$ cat config.mk
export PLATFORM = sky130hd
export DESIGN_NAME = fir_subsystem_top
export DESIGN_NICKNAME = d
export VERILOG_FILES = /design/src/hdl/fir_pkg.sv /design/src/hdl/fir_subsystem_top.sv /design/src/hdl/fir_mac_engine.sv /design/src/hdl/coeff_loader.sv /design/src/hdl/coeff_arbiter.sv /design/src/hdl/coeff_bank.sv
export SDC_FILE = /design/constraint.sdc
export NUM_CORES = 2
export LEC_CHECK = 0
export BUFFER_PORTS_ARGS = -buffer_cell sky130_fd_sc_hd__buf_2
export CORE_MARGIN = 8
export CORE_UTILIZATION = 25
export CTS_BUF_LIST = sky130_fd_sc_hd__clkbuf_8
export DETAILED_ROUTE_END_ITERATION = 10
export PLACE_DENSITY = 0.46
export SYNTH_ARGS = -nofsm -noshare
export SYNTH_HDL_FRONTEND = slang
export SYNTH_SLANG_ARGS = --single-unit
$ cat constraint.sdc
create_clock -name clk -period 45.8 [get_ports clk]
set_clock_uncertainty 0.1 [all_clocks]
set_input_delay 2.29 -clock clk [delete_from_list [all_inputs] [get_ports clk]]
set_output_delay 2.29 -clock clk [all_outputs]
set_load 0.05 [all_outputs]
$ cat src/hdl/fir_pkg.sv
// Shared widths, types and state encoding for the FIR subsystem
// Tap count is fixed here; samples, coefficients and results share one width
package fir_pkg;

    localparam int num_taps     = 8;   // Filter length
    localparam int coeff_addr_w = 3;   // Enough to index num_taps entries
    localparam int sample_w     = 32;

    // Samples, coefficients and results all use this width
    typedef logic [sample_w-1:0] sample_t;

    // Tap index, also the coefficient bank address
    typedef logic [coeff_addr_w-1:0] tap_addr_t;

    // Command to the coefficient bank, 36 bits
    typedef struct packed {
        logic      we;      // 1 write, 0 read
        tap_addr_t addr;
        sample_t   wdata;   // Ignored on reads
    } bank_req_t;

    // MAC engine sequencing
    typedef enum logic [1:0] {
        IDLE,   // Waiting for a sample
        FETCH,  // Bank read request for the current tap
        MAC,    // Coefficient back, accumulate
        DONE    // Result handshake with the host
    } engine_state_t;

endpackage
$ cat src/hdl/fir_subsystem_top.sv
// FIR subsystem: sample, result and coefficient host ports, all four-phase
// Coefficient writes share the bank with tap reads, so result latency varies
`timescale 1ns/1ps

module fir_subsystem_top import fir_pkg::*; (
    input  logic      clk,
    input  logic      rst,
    // Sample in
    input  logic      sample_req_i,
    input  sample_t   sample_i,
    output logic      sample_ack_o,
    // Result out
    output logic      result_req_o,
    output sample_t   result_o,
    input  logic      result_ack_i,
    // Coefficient writes
    input  logic      coeff_req_i,
    input  tap_addr_t coeff_addr_i,
    input  sample_t   coeff_data_i,
    output logic      coeff_ack_o
);

    logic      loader_req, loader_gnt;
    logic      engine_req, engine_gnt;
    bank_req_t loader_cmd, engine_cmd, bank_cmd;
    logic      bank_valid;
    sample_t   bank_rdata;

    coeff_loader loader_i (
        .clk, .rst, .coeff_req_i, .coeff_addr_i, .coeff_data_i, .coeff_ack_o,
        .bank_req_o(loader_req), .bank_cmd_o(loader_cmd), .bank_gnt_i(loader_gnt)
    );

    fir_mac_engine engine_i (
        .clk, .rst, .sample_req_i, .sample_i, .sample_ack_o,
        .result_req_o, .result_o, .result_ack_i,
        .bank_req_o(engine_req), .bank_cmd_o(engine_cmd),
        .bank_gnt_i(engine_gnt), .bank_rdata_i(bank_rdata)
    );

    coeff_arbiter arbiter_i (
        .clk, .rst,
        .loader_req_i(loader_req), .loader_cmd_i(loader_cmd),
        .engine_req_i(engine_req), .engine_cmd_i(engine_cmd),
        .loader_gnt_o(loader_gnt), .engine_gnt_o(engine_gnt),
        .bank_cmd_o(bank_cmd), .bank_valid_o(bank_valid)
    );

    coeff_bank bank_i (
        .clk, .rst, .req_i(bank_cmd), .valid_i(bank_valid), .rdata_o(bank_rdata)
    );

endmodule

$ cat src/hdl/fir_mac_engine.sv
// Sequential 8-tap FIR, one bank read and one multiply-accumulate per tap
// Products and sum truncated to 32 bits; no new sample until result_ack_i is low
`timescale 1ns/1ps

module fir_mac_engine import fir_pkg::*; (
    input  logic      clk,
    input  logic      rst,
    input  logic      sample_req_i,
    input  sample_t   sample_i,
    output logic      sample_ack_o,
    output logic      result_req_o,
    output sample_t   result_o,
    input  logic      result_ack_i,
    output logic      bank_req_o,
    output bank_req_t bank_cmd_o,
    input  logic      bank_gnt_i,
    input  sample_t   bank_rdata_i
);

    engine_state_t state_q;
    tap_addr_t     tap_q;
    sample_t       acc_q;
    sample_t       delay_q [num_taps];   // delay_q[0] is the newest sample
    logic          last_tap;

    assign last_tap = (tap_q == tap_addr_t'(num_taps - 1));

    always_ff @(posedge clk or posedge rst) begin
        if (rst) begin
            state_q      <= IDLE;
            tap_q        <= '0;
            acc_q        <= '0;
            sample_ack_o <= 1'b0;
            result_req_o <= 1'b0;
            for (int k = 0; k < num_taps; k++) begin
                delay_q[k] <= '0;
            end
        end else begin
            // Ack follows the host request down, whatever the state
            if (sample_ack_o && !sample_req_i) begin
                sample_ack_o <= 1'b0;
            end

            case (state_q)
                IDLE: begin
                    // Previous result handshake must be fully closed
                    if (sample_req_i && !sample_ack_o && !result_ack_i) begin
                        delay_q[0] <= sample_i;
                        for (int k = 1; k < num_taps; k++) begin
                            delay_q[k] <= delay_q[k-1];
                        end
                        sample_ack_o <= 1'b1;
                        tap_q        <= '0;
                        acc_q        <= '0;
                        state_q      <= FETCH;
                    end
                end
                FETCH: begin
                    if (bank_gnt_i) state_q <= MAC;   // Coefficient valid next cycle
                end
                MAC: begin
                    acc_q <= acc_q + delay_q[tap_q] * bank_rdata_i;
                    if (last_tap) begin
                        result_req_o <= 1'b1;
                        state_q      <= DONE;
                    end else begin
                        tap_q   <= tap_q + 1'b1;
                        state_q <= FETCH;
                    end
                end
                DONE: begin
                    if (result_ack_i) begin
                        result_req_o <= 1'b0;
                        state_q      <= IDLE;
                    end
                end
                default: state_q <= IDLE;
            endcase
        end
    end

    // Accumulator holds the finished sum through DONE
    assign result_o = acc_q;

    assign bank_req_o = (state_q == FETCH);
    assign bank_cmd_o = '{we: 1'b0, addr: tap_q, wdata: '0};

endmodule

$ cat src/hdl/coeff_loader.sv
// Host coefficient write port, four-phase req/ack
// Each host transfer becomes exactly one bank write; addr and data sampled at request
`timescale 1ns/1ps

module coeff_loader import fir_pkg::*; (
    input  logic      clk,
    input  logic      rst,
    input  logic      coeff_req_i,
    input  tap_addr_t coeff_addr_i,
    input  sample_t   coeff_data_i,
    output logic      coeff_ack_o,
    output logic      bank_req_o,
    output bank_req_t bank_cmd_o,
    input  logic      bank_gnt_i
);

    typedef enum logic [1:0] {
        L_WAIT,   // Idle, ack low
        L_REQ,    // Holding the bank request
        L_ACK     // Write done, ack high
    } loader_state_t;

    loader_state_t state_q;
    tap_addr_t     addr_q;
    sample_t       data_q;

    always_ff @(posedge clk or posedge rst) begin
        if (rst) begin
            state_q <= L_WAIT;
        end else begin
            case (state_q)
                L_WAIT:  if (coeff_req_i) state_q <= L_REQ;
                L_REQ:   if (bank_gnt_i) state_q <= L_ACK;   // Write lands this cycle
                L_ACK:   if (!coeff_req_i) state_q <= L_WAIT;
                default: state_q <= L_WAIT;
            endcase
        end
    end

    // Capture the host payload on accept
    always_ff @(posedge clk) begin
        if (state_q == L_WAIT && coeff_req_i) begin
            addr_q <= coeff_addr_i;
            data_q <= coeff_data_i;
        end
    end

    assign bank_req_o  = (state_q == L_REQ);
    assign coeff_ack_o = (state_q == L_ACK);
    assign bank_cmd_o  = '{we: 1'b1, addr: addr_q, wdata: data_q};

endmodule

$ cat src/hdl/coeff_arbiter.sv
// Round-robin between loader and engine for the single bank port
// Grants are combinational; a peer must drop its request the cycle after its grant
`timescale 1ns/1ps

module coeff_arbiter import fir_pkg::*; (
    input  logic      clk,
    input  logic      rst,
    input  logic      loader_req_i,
    input  bank_req_t loader_cmd_i,
    input  logic      engine_req_i,
    input  bank_req_t engine_cmd_i,
    output logic      loader_gnt_o,
    output logic      engine_gnt_o,
    output bank_req_t bank_cmd_o,
    output logic      bank_valid_o
);

    logic last_engine_q;   // 1 when the engine had the last grant

    // On conflict the peer not served last wins
    always_comb begin
        loader_gnt_o = 1'b0;
        engine_gnt_o = 1'b0;
        if (loader_req_i && engine_req_i) begin
            if (last_engine_q) begin
                loader_gnt_o = 1'b1;
            end else begin
                engine_gnt_o = 1'b1;
            end
        end else begin
            loader_gnt_o = loader_req_i;
            engine_gnt_o = engine_req_i;
        end
    end

    // Winner's command goes straight to the bank
    assign bank_cmd_o   = engine_gnt_o ? engine_cmd_i : loader_cmd_i;
    assign bank_valid_o = loader_gnt_o | engine_gnt_o;

    always_ff @(posedge clk or posedge rst) begin
        if (rst) begin
            last_engine_q <= 1'b0;   // Engine wins the first conflict
        end else if (engine_gnt_o) begin
            last_engine_q <= 1'b1;
        end else if (loader_gnt_o) begin
            last_engine_q <= 1'b0;
        end
    end

endmodule

$ cat src/hdl/coeff_bank.sv
// Single-port coefficient store, one access per valid cycle
// Reads return one cycle later on rdata_o; reset loads entry k with k
`timescale 1ns/1ps

module coeff_bank import fir_pkg::*; (
    input  logic      clk,
    input  logic      rst,
    input  bank_req_t req_i,
    input  logic      valid_i,
    output sample_t   rdata_o
);

    sample_t coeff_q [num_taps];

    // Storage with index-valued reset
    always_ff @(posedge clk or posedge rst) begin
        if (rst) begin
            for (int k = 0; k < num_taps; k++) begin
                coeff_q[k] <= sample_t'(k);
            end
        end else if (valid_i && req_i.we) begin
            coeff_q[req_i.addr] <= req_i.wdata;
        end
    end

    // Registered read port
    always_ff @(posedge clk) begin
        if (valid_i && !req_i.we) begin
            rdata_o <= coeff_q[req_i.addr];
        end
    end

endmodule

==> impl_metrics.json <==
{
  "status": "completed",
  "syn_area_um2": 43000,
  "io_buffers": 106,
  "synth-warning-count": 0,
  "slew_headroom": 0.189,
  "area_growth_pct": 12.3,
  "cap_violations": 0,
  "cts_htree_levels": 3,
  "yosys.area.top_type": "dfrtp_1",
  "ys_types": 57,
  "yosys.area_share.simple": 0.133,
  "clock_latency_ns": 0.82,
  "pin_count": 107,
  "timing.final.crit_share": 0.211,
  "fin_cells": 6455,
  "hp-class": "reg2reg",
  "syn-num-nets": 4729,
  "cts_root_buffer": "clkbuf_8",
  "ys_seq_elements": 621,
  "cts_hold_buf": 0,
  "drive_gt1_frac": 0.162,
  "layout.nets": 4768,
  "clock_sinks": 621,
  "vias": 28261,
  "overflow": 0,
  "numCtsBuffers": 111,
  "grt_pass1_wl_mm": 188,
  "seq_area_um2": 15900,
  "clkTransAtPathRegs_ns": 0.07,
  "hpwlAfterDp_mm": 79.4,
  "cp-start-kind": "register",
  "track_usage": 0.129,
  "fin_crit_ns": 9.69,
  "grt_antenna_before_repair": 9,
  "syn_area_per_cell_um2": 10.5,
  "grt_max_degree": 116,
  "routed_via_density": 4.38,
  "async_flop_share": 0.892,
  "synth.most_common_cell": "nand2_1",
  "ant_nets": 0,
  "rsz0062_at_grt": "no",
  "fill_cells": 18073,
  "max_freq_ghz": 0.103,
  "tightest_slew_ns": 1.22,
  "yosysSeqAreaShare": 0.370,
  "critPathArrivalTime_ns": 10.25,
  "place_inst": 6252,
  "drt_wl_total_mm": 119,
  "synth_cells": 4093,
  "synth_commonest_cells": "nand2_1, dfrtp_1, inv_1",
  "synth_compound_area_frac": 0.0644,
  "ys.flop_type": "dfrtp_1",
  "fp.dieH_um": 431,
  "setup_tns_ns": 0,
  "synth_mux_area_frac": 0.107,
  "cts_tree": "built",
  "synth.top_cell.area_share": 0.316,
  "cts_resized": 0,
  "synthAdderAreaFrac": 0.241,
  "end_kind": "register",
  "multi_input_area_um2": 24500,
  "first_pass_iters": 7,
  "grt_pass1_vias": 30351,
  "critPathMaxFanout": 43,
  "clk_path_buf_depth": 3,
  "die-area_um2": 185000,
  "start_util": 0.251,
  "finalSetupViolations": 0,
  "wire_per_inst_um": 18.4,
  "synth_top_family_by_area": "adder cells",
  "slew_viol_final": 0,
  "dr.first_iter.drc_count": 1568,
  "synth_edf_count": 67,
  "synth_xor_xnor_area_share": 0.0186,
  "num_rows": 152,
  "drc": 0,
  "post-cts-setup-buffer-count": 0,
  "synth.area.top_cells": "dfrtp_1, fa_1, mux2_2",
  "core_region_area_um2": 171000,
  "die_x_um": 431,
  "finalHoldViolCount": 0,
  "path_class": "reg2reg",
  "gp_congestion": 0.755,
  "cp.required_ns": 46.37
}
## layout make-up
class,count,share of cell area
multi-input cells,2738,0.507
flip-flops and latches,621,0.330
well taps,2233,0.0579
inverters,494,0.0386
clock buffers,132,0.0377
repair buffers,166,0.0203
clock inverters,65,0.00843
diodes,6,0.000311
## worst max-delay path, cell delays in order, from the launching register on
cell and delay (ns):
dfrtp_4 0.86, buf_4 0.75, mux4_2 0.58, mux2_2 0.27, buf_4 0.28, and2_1 0.25
fa_1 0.56, fa_1 0.43, fa_1 0.49, fa_1 0.49, ha_1 0.29, ha_1 0.27
inv_1 0.04, fa_1 0.44, fa_1 0.49, inv_1 0.04, ha_1 0.20, or4_1 0.51
a31oi_1 0.39, o21ai_1 0.28, a41oi_1 0.59, o21ai_0 0.30, a31oi_1 0.26, xnor3_1 0.25
o21ai_1 0.13
## through the flow
step	utilization	hold slack (ns)	cell area [µm²]	setup slack [ns]
floorplan	-	0.350	43000	27.94
detailed placement	0.269	0.370	46000	36.03
finish	0.282	0.376	48200	36.11
CTS	0.282	0.357	48200	35.99
global route	0.282	0.391	48200	35.69
global placement	0.269	0.361	46000	36.07
## registers in the layout, summed over array words and instances (netlist names)
signal	flops
bank_i.coeff_q	256
engine_i.delay_q	256
bank_i.rdata_o	32
engine_i.result_o	32
loader_i.data_q	32
engine_i.tap_q	3
loader_i.addr_q	3
engine_i.state_q	2
loader_i.state_q	2
arbiter_i.last_engine_q	1
engine_i.result_req_o	1
engine_i.sample_ack_o	1
## cells by family (layout without fill, tap and decap cells)
family,after synthesis,in the layout
AOI/OAI and AO/OA,512,512
xor gates and xnor gates,87,87
adders and majority gates,564,564
buffers and inverters,734,857
DFF,621,621
muxes,353,353
other,0,6
and+or+nand+nor,1222,1222
## worst paths after layout
path | startpoint | end | slack, ns | cells past startpoint
worst max-delay path | engine_i.tap_q[0] | engine_i.result_o[31] | 36.11 | 24
worst min-delay path | bank_i.coeff_q[72] | bank_i.coeff_q[72] | 0.38 | 2
worst max register to register | engine_i.tap_q[0] | engine_i.result_o[31] | 36.11 | 24
worst min register to register | bank_i.coeff_q[72] | bank_i.coeff_q[72] | 0.38 | 2
max in group asynchronous | rst | engine_i.delay_q[144] | 41.00 | 5
min in group asynchronous | rst | engine_i.delay_q[252] | 1.49 | 2
## layout by cell type, fill, tap and decap left out, types with 12 or more instances in the layout
cell      instances
nand3_1          31
nor2b_1         100
mux2i_1          22
and2_1          235
mux4_2           44
nand2b_1         29
clkbuf_8        132
inv_1           536
a21o_1           29
a21oi_1         147
or4_1            33
fa_1            438
buf_4            60
dfrtp_1         539
xor2_1           23
buf_2           106
dfstp_2          12
o21ai_0         294
edfxtp_1         67
xnor2_1          61
ha_1            126
nand2_1         757
mux2_2          273
## layer usage
layer / share of wire / vias to the layer above / GRT usage
li1: - / 13130 / -
met4: 0.032 / 0 / 0.0411
met3: 0.030 / 166 / 0.0158
met5: 0 / - / 0
met2: 0.48 / 442 / 0.216
met1: 0.45 / 14523 / 0.175
Power is left out: the tool's default activity adds up to more than one toggle a clock period on the data nets, which glitch-free logic cannot reach.
